$ cat config.mk
export PLATFORM = sky130hd
export DESIGN_NAME = mipsCpuBus
export DESIGN_NICKNAME = d
export VERILOG_FILES = /design/src/design/cpuPkg.sv /design/src/design/isaPkg.sv /design/src/design/aluExecute.sv /design/src/design/cycleSequencer.sv /design/src/design/decodeUnit.sv /design/src/design/fetchUnit.sv /design/src/design/memoryAccess.sv /design/src/design/mipsCpuBus.sv /design/src/design/registerFile.sv /design/src/design/writebackUnit.sv
export SDC_FILE = /design/constraint.sdc
export NUM_CORES = 2
export LEC_CHECK = 0
export ABC_AREA = 1
export BUFFER_PORTS_ARGS = -buffer_cell sky130_fd_sc_hd__buf_4
export CAP_MARGIN = 20
export CORE_ASPECT_RATIO = 0.7
export CORE_UTILIZATION = 40
export DETAILED_ROUTE_END_ITERATION = 10
export PLACE_DENSITY = 0.59
export SYNTH_ARGS = -nofsm -noshare
export SYNTH_HDL_FRONTEND = slang
export SYNTH_HIERARCHICAL = 1
export SYNTH_SLANG_ARGS = --single-unit
$ cat constraint.sdc
create_clock -name clk -period 9.76 [get_ports clk]
set_clock_uncertainty 0.2 [all_clocks]
set_input_delay 0.488 -clock clk [delete_from_list [all_inputs] [get_ports clk]]
set_output_delay 0.488 -clock clk [all_outputs]
set_load 0.02 [all_outputs]
$ cat src/design/cpuPkg.sv
package cpuPkg;

    // current stage of the multicycle sequence
    typedef enum logic [2:0] {
        S_FETCH     = 3'b000,
        S_DECODE    = 3'b001,
        S_EXECUTE   = 3'b010,
        S_MEMORY    = 3'b011,
        S_WRITEBACK = 3'b100,
        S_HALTED    = 3'b111
    } cycleState;

    // progress of a pending jump or branch across its delay slot
    typedef enum logic [1:0] {
        RD_NONE  = 2'b00,
        RD_ARMED = 2'b01,   // target captured while the branch instruction retires
        RD_SLOT  = 2'b10    // delay slot in flight
    } redirectState;

    localparam int dataWidth = 32;
    localparam logic [dataWidth-1:0] resetVector = 32'hBFC0_0000;
    localparam logic [dataWidth-1:0] haltAddress = 32'h0000_0000;
    localparam logic [4:0] linkRegister = 5'd31;  // $ra
    localparam logic [3:0] allLanes = 4'b1111;

endpackage

$ cat src/design/isaPkg.sv
package isaPkg;

    localparam int regAddrWidth = 5;
    localparam int immWidth = 16;
    localparam int jumpIndexWidth = 26;

    // primary opcodes, bits 31:26
    typedef enum logic [5:0] {
        OP_R_TYPE = 6'b000000,
        OP_J      = 6'b000010,
        OP_JAL    = 6'b000011,
        OP_BEQ    = 6'b000100,
        OP_BNE    = 6'b000101,
        OP_ADDIU  = 6'b001001,
        OP_SLTI   = 6'b001010,
        OP_SLTIU  = 6'b001011,
        OP_ANDI   = 6'b001100,
        OP_ORI    = 6'b001101,
        OP_XORI   = 6'b001110,
        OP_LUI    = 6'b001111,
        OP_LW     = 6'b100011,
        OP_SW     = 6'b101011
    } opCode;

    // R-type function field, bits 5:0
    typedef enum logic [5:0] {
        FN_SLL  = 6'b000000,
        FN_SRL  = 6'b000010,
        FN_SRA  = 6'b000011,
        FN_JR   = 6'b001000,
        FN_ADDU = 6'b100001,
        FN_SUBU = 6'b100011,
        FN_AND  = 6'b100100,
        FN_OR   = 6'b100101,
        FN_XOR  = 6'b100110,
        FN_SLT  = 6'b101010,
        FN_SLTU = 6'b101011
    } fnCode;

    typedef enum logic [3:0] {
        ALU_AND     = 4'b0000,
        ALU_OR      = 4'b0001,
        ALU_XOR     = 4'b0010,
        ALU_LUI     = 4'b0011,
        ALU_ADD     = 4'b0100,
        ALU_SUB     = 4'b0101,
        ALU_SLTU    = 4'b0110,
        ALU_SLL     = 4'b1000,
        ALU_SRL     = 4'b1001,
        ALU_SRA     = 4'b1100,
        ALU_SLT     = 4'b1110,
        ALU_DEFAULT = 4'b1111
    } aluOp;

endpackage

$ cat src/design/aluExecute.sv
module aluExecute
    import cpuPkg::*;
    import isaPkg::*;
(
    input  logic                      clk,
    input  logic                      reset,
    input  cycleState                 state,
    input  opCode                     opcode,
    input  fnCode                     funct,
    input  aluOp                      aluControl,
    input  logic [dataWidth-1:0]      rsData,
    input  logic [dataWidth-1:0]      rtData,
    input  logic [dataWidth-1:0]      immSigned,
    input  logic [dataWidth-1:0]      immZero,
    input  logic [4:0]                shamt,
    input  logic [jumpIndexWidth-1:0] jumpIndex,
    input  logic [dataWidth-1:0]      pc,
    output logic [dataWidth-1:0]      aluResult,
    output logic                      redirect,
    output logic [dataWidth-1:0]      redirectTarget
);

    logic [dataWidth-1:0] opB;
    logic [dataWidth-1:0] aluOut;
    logic [dataWidth-1:0] pcPlus4;
    logic [dataWidth-1:0] jumpTarget;
    logic [dataWidth-1:0] branchTarget;
    logic                 operandsEqual;

    always_comb begin
        case (opcode)
            OP_ANDI, OP_ORI, OP_XORI:     opB = immZero;
            OP_R_TYPE, OP_BEQ, OP_BNE:    opB = rtData;
            default:                      opB = immSigned;
        endcase
    end

    always_comb begin
        case (aluControl)
            ALU_AND:  aluOut = rsData & opB;
            ALU_OR:   aluOut = rsData | opB;
            ALU_XOR:  aluOut = rsData ^ opB;
            ALU_LUI:  aluOut = {opB[15:0], 16'h0000};
            ALU_ADD:  aluOut = rsData + opB;
            ALU_SUB:  aluOut = rsData - opB;
            ALU_SLT:  aluOut = {31'd0, $signed(rsData) < $signed(opB)};
            ALU_SLTU: aluOut = {31'd0, rsData < opB};
            ALU_SLL:  aluOut = opB << shamt;
            ALU_SRL:  aluOut = opB >> shamt;
            ALU_SRA:  aluOut = $signed(opB) >>> shamt;
            default:  aluOut = '0;
        endcase
    end

    always_ff @(posedge clk) begin
        if (reset) aluResult <= '0;
        else if (state == S_EXECUTE) aluResult <= aluOut;
    end

    assign pcPlus4 = pc + 32'd4;
    assign jumpTarget = {pcPlus4[31:28], jumpIndex, 2'b00};
    assign branchTarget = pcPlus4 + {immSigned[29:0], 2'b00};
    assign operandsEqual = (rsData == rtData);

    // one-cycle pulse, picked up by the fetch unit
    always_comb begin
        redirect = 1'b0;
        redirectTarget = jumpTarget;
        if (state == S_EXECUTE) begin
            case (opcode)
                OP_J, OP_JAL: redirect = 1'b1;
                OP_BEQ: begin
                    redirect = operandsEqual;
                    redirectTarget = branchTarget;
                end
                OP_BNE: begin
                    redirect = !operandsEqual;
                    redirectTarget = branchTarget;
                end
                OP_R_TYPE: begin
                    redirect = (funct == FN_JR);
                    redirectTarget = rsData;
                end
                default: redirect = 1'b0;
            endcase
        end
    end

endmodule

$ cat src/design/cycleSequencer.sv
module cycleSequencer
    import cpuPkg::*;
(
    input  logic      clk,
    input  logic      reset,
    input  logic      waitrequest,
    input  logic      haltFetch,
    input  logic      memStall,
    output cycleState state,
    output logic      active
);

    always_ff @(posedge clk) begin
        if (reset) begin
            state  <= S_FETCH;
            active <= 1'b1;
        end else begin
            case (state)
                S_FETCH: begin
                    if (haltFetch) begin
                        state  <= S_HALTED;   // fetch from address zero ends the run
                        active <= 1'b0;
                    end else if (!waitrequest) begin
                        state <= S_DECODE;
                    end
                end
                S_DECODE:    state <= S_EXECUTE;
                S_EXECUTE:   state <= S_MEMORY;
                S_MEMORY:    if (!memStall) state <= S_WRITEBACK;
                S_WRITEBACK: state <= S_FETCH;
                default:     state <= S_HALTED;   // halted stays halted
            endcase
        end
    end

    // only reset brings the CPU back out of halt
    haltIsFinal: assert property (@(posedge clk) disable iff (reset)
        state == S_HALTED |=> state == S_HALTED && !active);

endmodule

$ cat src/design/decodeUnit.sv
module decodeUnit
    import cpuPkg::*;
    import isaPkg::*;
(
    input  logic                      clk,
    input  logic                      reset,
    input  cycleState                 state,
    input  logic [dataWidth-1:0]      readdata,
    output opCode                     opcode,
    output fnCode                     funct,
    output logic [regAddrWidth-1:0]   rsAddr,
    output logic [regAddrWidth-1:0]   rtAddr,
    output logic [regAddrWidth-1:0]   rdAddr,
    output logic [4:0]                shamt,
    output logic [dataWidth-1:0]      immSigned,
    output logic [dataWidth-1:0]      immZero,
    output logic [jumpIndexWidth-1:0] jumpIndex,
    output aluOp                      aluControl
);

    function automatic aluOp selectAlu(opCode op, fnCode fn);
        aluOp sel;
        sel = ALU_DEFAULT;
        if (op == OP_R_TYPE) begin
            case (fn)
                FN_SLL:  sel = ALU_SLL;
                FN_SRL:  sel = ALU_SRL;
                FN_SRA:  sel = ALU_SRA;
                FN_ADDU: sel = ALU_ADD;
                FN_SUBU: sel = ALU_SUB;
                FN_AND:  sel = ALU_AND;
                FN_OR:   sel = ALU_OR;
                FN_XOR:  sel = ALU_XOR;
                FN_SLT:  sel = ALU_SLT;
                FN_SLTU: sel = ALU_SLTU;
                default: sel = ALU_DEFAULT;   // JR and unsupported codes
            endcase
        end else begin
            case (op)
                OP_BEQ, OP_BNE:        sel = ALU_SUB;
                OP_ADDIU, OP_LW, OP_SW: sel = ALU_ADD;   // address = base + offset
                OP_SLTI:               sel = ALU_SLT;
                OP_SLTIU:              sel = ALU_SLTU;
                OP_ANDI:               sel = ALU_AND;
                OP_ORI:                sel = ALU_OR;
                OP_XORI:               sel = ALU_XOR;
                OP_LUI:                sel = ALU_LUI;
                default:               sel = ALU_DEFAULT;
            endcase
        end
        return sel;
    endfunction

    always_ff @(posedge clk) begin
        if (reset) begin
            opcode     <= OP_R_TYPE;
            funct      <= FN_SLL;
            aluControl <= ALU_DEFAULT;
        end else if (state == S_DECODE) begin
            opcode     <= opCode'(readdata[31:26]);
            funct      <= fnCode'(readdata[5:0]);
            aluControl <= selectAlu(opCode'(readdata[31:26]), fnCode'(readdata[5:0]));
        end
    end

    // operand fields and extended immediates
    always_ff @(posedge clk) begin
        if (state == S_DECODE) begin
            rsAddr    <= readdata[25:21];
            rtAddr    <= readdata[20:16];
            rdAddr    <= readdata[15:11];
            shamt     <= readdata[10:6];
            immSigned <= {{(dataWidth-immWidth){readdata[immWidth-1]}}, readdata[immWidth-1:0]};
            immZero   <= {{(dataWidth-immWidth){1'b0}}, readdata[immWidth-1:0]};
            jumpIndex <= readdata[jumpIndexWidth-1:0];
        end
    end

endmodule

$ cat src/design/fetchUnit.sv
module fetchUnit
    import cpuPkg::*;
(
    input  logic                 clk,
    input  logic                 reset,
    input  cycleState            state,
    input  logic                 redirect,
    input  logic [dataWidth-1:0] redirectTarget,
    output logic [dataWidth-1:0] pc,
    output logic                 haltFetch
);

    redirectState   rdState;
    logic [dataWidth-1:0] target;   // held until the delay slot has retired

    assign haltFetch = (state == S_FETCH) && (pc == haltAddress);

    always_ff @(posedge clk) begin
        if (reset) begin
            pc      <= resetVector;
            rdState <= RD_NONE;
        end else if (redirect) begin
            rdState <= RD_ARMED;
        end else if (state == S_WRITEBACK) begin
            case (rdState)
                RD_ARMED: begin
                    rdState <= RD_SLOT;
                    pc      <= pc + 32'd4;   // step into the delay slot
                end
                RD_SLOT: begin
                    rdState <= RD_NONE;
                    pc      <= target;
                end
                default: pc <= pc + 32'd4;
            endcase
        end
    end

    always_ff @(posedge clk) begin
        if (redirect) target <= redirectTarget;
    end

    // jump and branch targets come from the execute stage
    pcAligned: assert property (@(posedge clk) disable iff (reset) pc[1:0] == 2'b00);

endmodule

$ cat src/design/memoryAccess.sv
module memoryAccess
    import cpuPkg::*;
    import isaPkg::*;
(
    input  cycleState            state,
    input  logic [dataWidth-1:0] pc,
    input  opCode                opcode,
    input  logic [dataWidth-1:0] aluResult,
    input  logic [dataWidth-1:0] rtData,
    input  logic                 waitrequest,
    output logic [dataWidth-1:0] address,
    output logic                 read,
    output logic                 write,
    output logic [dataWidth-1:0] writedata,
    output logic [3:0]           byteenable,
    output logic                 memStall
);

    logic fetchRead;
    logic dataRead;

    // no fetch is issued once the pc reaches the halt address
    assign fetchRead = (state == S_FETCH) && (pc != haltAddress);
    assign dataRead  = (state == S_MEMORY) && (opcode == OP_LW);

    assign read  = fetchRead || dataRead;
    assign write = (state == S_MEMORY) && (opcode == OP_SW);

    assign address    = (state == S_FETCH) ? pc : aluResult;
    assign writedata  = rtData;   // words go out in bus order
    assign byteenable = allLanes;

    // strobes are held until the slave drops waitrequest
    assign memStall = (dataRead || write) && waitrequest;

endmodule

$ cat src/design/mipsCpuBus.sv
module mipsCpuBus
    import cpuPkg::*;
    import isaPkg::*;
(
    input  logic                 clk,
    input  logic                 reset,
    input  logic                 waitrequest,
    input  logic [dataWidth-1:0] readdata,
    output logic                 active,
    output logic [dataWidth-1:0] registerV0,
    output logic [dataWidth-1:0] address,
    output logic                 read,
    output logic                 write,
    output logic [dataWidth-1:0] writedata,
    output logic [3:0]           byteenable
);

    cycleState                 state;
    opCode                     opcode;
    fnCode                     funct;
    aluOp                      aluControl;
    logic                      haltFetch;
    logic                      memStall;
    logic                      redirect;
    logic                      writeEnable;
    logic [dataWidth-1:0]      pc;
    logic [dataWidth-1:0]      redirectTarget;
    logic [dataWidth-1:0]      immSigned;
    logic [dataWidth-1:0]      immZero;
    logic [dataWidth-1:0]      rsData;
    logic [dataWidth-1:0]      rtData;
    logic [dataWidth-1:0]      aluResult;
    logic [dataWidth-1:0]      writeData;
    logic [regAddrWidth-1:0]   rsAddr;
    logic [regAddrWidth-1:0]   rtAddr;
    logic [regAddrWidth-1:0]   rdAddr;
    logic [regAddrWidth-1:0]   writeAddr;
    logic [4:0]                shamt;
    logic [jumpIndexWidth-1:0] jumpIndex;

    cycleSequencer u_sequencer (.clk, .reset, .waitrequest, .haltFetch, .memStall,
        .state, .active);

    fetchUnit u_fetch (.clk, .reset, .state, .redirect, .redirectTarget, .pc, .haltFetch);

    decodeUnit u_decode (.clk, .reset, .state, .readdata, .opcode, .funct, .rsAddr,
        .rtAddr, .rdAddr, .shamt, .immSigned, .immZero, .jumpIndex, .aluControl);

    registerFile u_regs (.clk, .reset, .rsAddr, .rtAddr, .writeEnable, .writeAddr,
        .writeData, .rsData, .rtData, .registerV0);

    aluExecute u_execute (.clk, .reset, .state, .opcode, .funct, .aluControl, .rsData,
        .rtData, .immSigned, .immZero, .shamt, .jumpIndex, .pc, .aluResult, .redirect,
        .redirectTarget);

    memoryAccess u_memory (.state, .pc, .opcode, .aluResult, .rtData, .waitrequest,
        .address, .read, .write, .writedata, .byteenable, .memStall);

    writebackUnit u_writeback (.clk, .reset, .state, .opcode, .funct, .rtAddr, .rdAddr,
        .aluResult, .readdata, .pc, .writeEnable, .writeAddr, .writeData);

endmodule

$ cat src/design/registerFile.sv
module registerFile
    import cpuPkg::*;
    import isaPkg::*;
(
    input  logic                    clk,
    input  logic                    reset,
    input  logic [regAddrWidth-1:0] rsAddr,
    input  logic [regAddrWidth-1:0] rtAddr,
    input  logic                    writeEnable,
    input  logic [regAddrWidth-1:0] writeAddr,
    input  logic [dataWidth-1:0]    writeData,
    output logic [dataWidth-1:0]    rsData,
    output logic [dataWidth-1:0]    rtData,
    output logic [dataWidth-1:0]    registerV0
);

    logic [dataWidth-1:0] regs [2**regAddrWidth];

    always_ff @(posedge clk) begin
        if (reset) begin
            for (int i = 0; i < 2**regAddrWidth; i++) begin
                regs[i] <= '0;
            end
        end else if (writeEnable && writeAddr != '0) begin   // $zero stays zero
            regs[writeAddr] <= writeData;
        end
    end

    assign rsData = regs[rsAddr];
    assign rtData = regs[rtAddr];
    assign registerV0 = regs[2];   // $v0

endmodule

$ cat src/design/writebackUnit.sv
module writebackUnit
    import cpuPkg::*;
    import isaPkg::*;
(
    input  logic                    clk,
    input  logic                    reset,
    input  cycleState               state,
    input  opCode                   opcode,
    input  fnCode                   funct,
    input  logic [regAddrWidth-1:0] rtAddr,
    input  logic [regAddrWidth-1:0] rdAddr,
    input  logic [dataWidth-1:0]    aluResult,
    input  logic [dataWidth-1:0]    readdata,
    input  logic [dataWidth-1:0]    pc,
    output logic                    writeEnable,
    output logic [regAddrWidth-1:0] writeAddr,
    output logic [dataWidth-1:0]    writeData
);

    logic writesReg;

    always_comb begin
        case (opcode)
            OP_R_TYPE: writesReg = (funct != FN_JR);
            OP_ADDIU, OP_SLTI, OP_SLTIU, OP_ANDI, OP_ORI, OP_XORI,
            OP_LUI, OP_LW, OP_JAL: writesReg = 1'b1;
            default:   writesReg = 1'b0;   // SW, J, BEQ, BNE
        endcase
    end

    always_ff @(posedge clk) begin
        if (reset) writeEnable <= 1'b0;
        else writeEnable <= (state == S_WRITEBACK) && writesReg;   // lands during next fetch
    end

    always_ff @(posedge clk) begin
        if (state == S_WRITEBACK) begin
            writeAddr <= (opcode == OP_R_TYPE) ? rdAddr :
                         (opcode == OP_JAL)    ? linkRegister : rtAddr;
            writeData <= (opcode == OP_LW)  ? readdata :
                         (opcode == OP_JAL) ? pc + 32'd8 : aluResult;   // link skips the slot
        end
    end

endmodule

Word level (Yosys, flattened, before mapping):

Memories as Yosys holds them, arrays and structs flattened. A register that Yosys moved wholly into a read port is not among the register bits.
Cells that the tools add are included.
Widths: inputs -> output; s select.

* RAM bits: 1024
* word-level logic and storage cells: 158
* memories kept: 1
* output and inout port bits: 103
* flip-flop bits (word level): 234

* equality and inequality tests: 54
* shift operators: 3
* reductions and logical operators: 35
* mux-type cells: 33
* order comparisons: 2
* bitwise logic cells: 4
* $add $sub $neg: 5

Memories
* u_regs.regs: depth 32, bits a word 32, read ports 3, clocked after memory_dff 2, write ports 32, line registerFile.sv:17 `logic [dataWidth-1:0] regs [2**regAddrWidth];`

Operators with widths (number)
* $pmux 32 s11: 1
* $mux 32: 6
* $pmux 32 s2: 2
* $eq 6x4->1 const B: 15
* $eq 6x6->1 const B: 11
* $add 32x32->32: 2
* $lt 32x32->1: 2
* $pmux 4 s10: 1
* $add 32x3->32 const B: 1
* $add 32x4->32 const B: 1
* $and 32x32->32: 1
* $eq 32x32->1: 1
* $logic_not 32->1: 1
* $or 32x32->32: 1
* $pmux 4 s8: 1
* $reduce_bool 32->1: 1
* $reduce_or 32->1: 1
* $shl 32x5->32: 1
* $shr 32x5->32: 1
* $sshr 32x5->32: 1
* $sub 32x32->32: 1
* $xor 32x32->32: 1
* $mux 5: 5
* $eq 6x2->1 const B: 4
* other kinds (34): 73

Longest topological paths before layout:

* depth in word-level cells: 7
* mapped depth: 35
* depth with buffers taken out: 30

Modules after synthesis:

Netlist, hierarchy kept.

By module, submodules not included
* registerFile: area an instance 56270.2 µm², cells each 7191, times used 1
* aluExecute: area an instance 14272.4 µm², cells each 2699, times used 1
* fetchUnit: area an instance 3529.6 µm², cells each 459, times used 1
* writebackUnit: area an instance 2916.5 µm², cells each 420, times used 1
* decodeUnit: area an instance 2301.0 µm², cells each 249, times used 1
* memoryAccess: area an instance 858.3 µm², cells each 184, times used 1
* cycleSequencer: area an instance 187.7 µm², cells each 29, times used 1

Worst setup path after synthesis:

No wires, ideal clock.

* path type: register to register
* start: register, netlist name u_decode/rsAddr[0]
* end: register u_fetch.pc[17]
* setup time: 0.074 ns
* setup slack: 3.820 ns
* required time: 9.486 ns
* buffers on the path: 6
* arrival: 5.665 ns
* stages on the path, launching flop included: 27
* path through: edfxtp_1 buf_4 buf_2 inv_2 buf_2 clkbuf_1 nand2_1 nand3_1 nand3_1 nand2_1 nand2_1 nand2_1 nand2_1 nand2_1 inv_1 nand2_1 o2111ai_1 nor4_1 nand4_1 or2_2 a31oi_1 inv_1 nand3_1 buf_2 buf_2 nand2_1 a31oi_1

RTL lines
* to (signal assigned): line fetchUnit.sv:20 `pc <= resetVector;`
* to (signal assigned): line fetchUnit.sv:28 `pc <= pc + 32'd4;`
* to (signal assigned): line fetchUnit.sv:32 `pc <= target;`
* to (decl): line fetchUnit.sv:9 `output logic [dataWidth-1:0] pc,`

==> summary.txt <==
Synthesis
  – Synthesis-stage register bit count: roughly 1200
  – Synth Flop Type: edfxtp_1
  – Share of flip-flops with an asynchronous set or reset: 0
  – Post-synth top area cell: edfxtp_1
  – Post-synth cell types: 62
  – Top cell type's share of synthesized area: 0.4183
  – Post-synthesis area per instance: 7.153 sq um
  – Top cells by area, synth: edfxtp_1, nand2_1, nand3_1
  – Number of flops mapped to enable cells by yosys: between 1000 and 1500
  – Post-Syn Instances: 11230
  – Ys Warns: 6
  – Cell Area, Synth: between 80000 and 90000 sq um
  – Seq/Total Area, Yosys: 0.4400

Pwr
  – Maximum vdd drop: 0.1492 mV
  – Total power: 16.41 mW
  – Clock power frac: 0.312
  – Leak: between 30 and 40 nW
  – Internal cell power: 9.903 mW
  – Sequential share of power: 0.364
  – Combinational Power Share: 0.323
  – Power per cell area: ~190 nW/um^2
  – Sw Ratio: 0.3966
  – Switching pwr: 6.508 mW

Clock tree
  – CTS tree: yes
  – CTS resizes: 0
  – Inserted Clock Buffers: 140
  – Max clock buf depth: 4
  – Postcts setup bufs: 0
  – Worst-path clk slew: about 0.080 ns
  – Clk_lat worst skew: 0.82 ns
  – # H-tree levels: 4
  – CTS root buf: clkbuf_16
  – Num Clock Sinks: 1206

Place
  – DP HPWL: about 260 mm
  – GPL Wtd Cong: 1.055
  – I/O Buffers: around 130

Outcome
  – Failing checks: slew limit
  – Status: finished, violations left

Global route
  – GRT overflow: 0
  – Largest net degree at the start of global routing: ~180
  – Vias in the first global route: 75970
  – Initial antenna violation count: 14
  – Global-route wire length before repair: between 500 and 600 mm
  – GRT Resource Usage Total: 0.3842

Worst setup path
  – Reg2reg start: u_decode/rtAddr[0]
  – Slowest-stage cell, CP: nor3_1
  – Worst Path Class, Setup: register to register
  – CP peak stage delay: 0.71 ns
  – Critical path data required time: 10.22 ns
  – CP Capture Type: register
  – CP Launch Type: register
  – Cell mode on critical path: nand2_1
  – Critical-path maximum fanout: a little under 100
  – Launch point of the worst path: u_decode/rtAddr[0]
  – Worst Path Arrival: 9.13 ns

Min path
  – Min-delay src: readdata[6]
  – Worst min path class: input pin to register

Floorplan
  – Area of the die: 202700 sq um
  – Initial core utilization: 0.4030
  – Core area: 199400 sq um
  – # rows: 137
  – Die width: 537.6 microns
  – Die height: ~380 microns
  – IO Pins: 138

Route
  – First-iteration detailed-routing DRC count: 15210
  – Drc violations: 0
  – DRT antenna net count: 0
  – Vias per cell: 6.146
  – Routed WL: approximately 400 mm
  – Drt first pass iters: 8
  – WL/cell: ~29 microns
  – Vias after detailed routing: 84050

Timing
  – Final period util: 0.8882
  – Fmax: 115.4 MHz
  – Worst-margin pin slew: 1.633 ns
  – Final setup violation count: 0
  – Final min period: 8.668 ns
  – RSZ-0062 raised after global routing: false
  – Fin Setup TNS: 0 ns
  – Max-slew violation count: 2
  – Final Hold Fails: 0
  – Slew margin rel.: -0.09682

Job
  – # Max-Cap Violations: 0

Layout
  – Most frequent cells in the layout: nand2_1, nand3_1, nor2_1
  – Commonest non-fill, non-tap cell in the layout: nand2_1
  – P&R area growth vs syn: 9.102%
  – Final net count: 11120
  – Share of layout cells above drive strength 1: 0.06845
  – Fillers: 20170
## cell families (layout without fill, tap and decap cells)
family	after synthesis	in the layout	share of synthesized area
xor+xnor	69	69	0.007523
buf+inv	1393	1143	0.07755
fa+ha+maj	141	141	0.02224
simple gates	7759	7759	0.4052
flops	1206	1206	0.4400
compound gates	660	660	0.04739
other cells	3	57	0.0001402
## metrics by stage
step / cells / area (sq um) / worst slack [ns] / hold WS (ns) / utilization
floorplan: 11280 / 80520 / 3.820 / 0.2475 / -
global placement: 13390 / 82850 / 1.777 / 0.2401 / 0.4156
detailed placement: 13400 / 82960 / 1.771 / 0.2412 / 0.4162
CTS: 13670 / 87470 / 1.768 / 0.1791 / 0.4388
global route: 13670 / 87640 / 0.9739 / 0.2066 / 0.4396
finish: 13680 / 87650 / 1.092 / 0.2165 / 0.4397
## layer usage
| metal | global-route usage | part of all wire | vias up |
|---|---|---|---|
| li1 | - | - | 36350 |
| met1 | 0.5667 | 0.42 | 39980 |
| met2 | 0.5068 | 0.38 | 6835 |
| met3 | 0.1338 | 0.16 | 879 |
| met4 | 0.1384 | 0.039 | 8 |
| met5 | 0 | 0.00013 | - |
## power by group through the flow
| stage | registers, mW | logic [mW] | clock network, mW |
|---|---|---|---|
| after floorplan | 6.03 | 2.95 | 0 |
| after global placement | 6.08 | 5.01 | 0 |
| after detailed placement | 6.08 | 4.97 | 0 |
| after CTS | 5.97 | 5.01 | 5.15 |
| after global routing | 6.00 | 5.52 | 5.33 |
| final | 5.98 | 5.31 | 5.12 |
## synthesized netlist by cell type (23+ instances only)
cell type,instances
buf_4,125
dfxtp_1,87
xnor2_1,27
xor2_1,42
a22o_1,24
clkbuf_1,527
buf_1,118
nand2_1,4015
a21oi_1,272
nand3_1,2140
o21ai_0,169
ha_1,138
buf_6,59
nand4_1,54
nor2_1,1375
o22ai_1,44
inv_2,23
edfxtp_1,1119
nor3_1,50
buf_2,68
inv_1,466
## area by class of cell
cell class,count,area (sq um),area share
diodes,5,12.51,0.0001428
clock buffers,173,3679,0.04197
clock inverters,59,486.7,0.005553
inverters,495,1901,0.02168
multi-input cells,8681,39140,0.4466
flip-flops and latches,1206,35340,0.4032
well taps,2641,3304,0.03770
repair buffers,416,3781,0.04314
## final timing paths
| path | cells after the start | to | slack [ns] |
|---|---|---|---|
| min reg2reg | 2 | u_sequencer/active | 0.25 |
| max reg2reg | 29 | u_execute/aluResult[22] | 1.09 |
| min | 2 | u_decode/shamt[0] | 0.22 |
| max | 29 | u_execute/aluResult[22] | 1.09 |
## registers in the layout, summed over array words and instances, names as in the netlist, 6 cells and up
register and count:
u_decode/jumpIndex 9, u_execute/aluResult 32, u_decode/opcode 6, u_fetch/target 32
u_regs/regs 1024, u_fetch/pc 32, u_writeback/writeData 32, u_decode/funct 6
## what timing repair did
action / in CTS / in global routing
hold buffers: 34 / 0
hold endpoints to repair: 79 / 0
setup endpoints to repair: 0 / 0
## worst max-delay path, delay by kind of cell (launching register included)
kind / cells / cell delay (ns)
AND/OR/NAND/NOR: 22 / 5.15
adder cells (fa/ha/maj): 1 / 0.66
AO/OA/AOI/OAI: 2 / 0.35
flip-flops: 1 / 0.58
buffers and inverters: 4 / 1.42
Note: power is estimated with default switching activity, not from simulation.
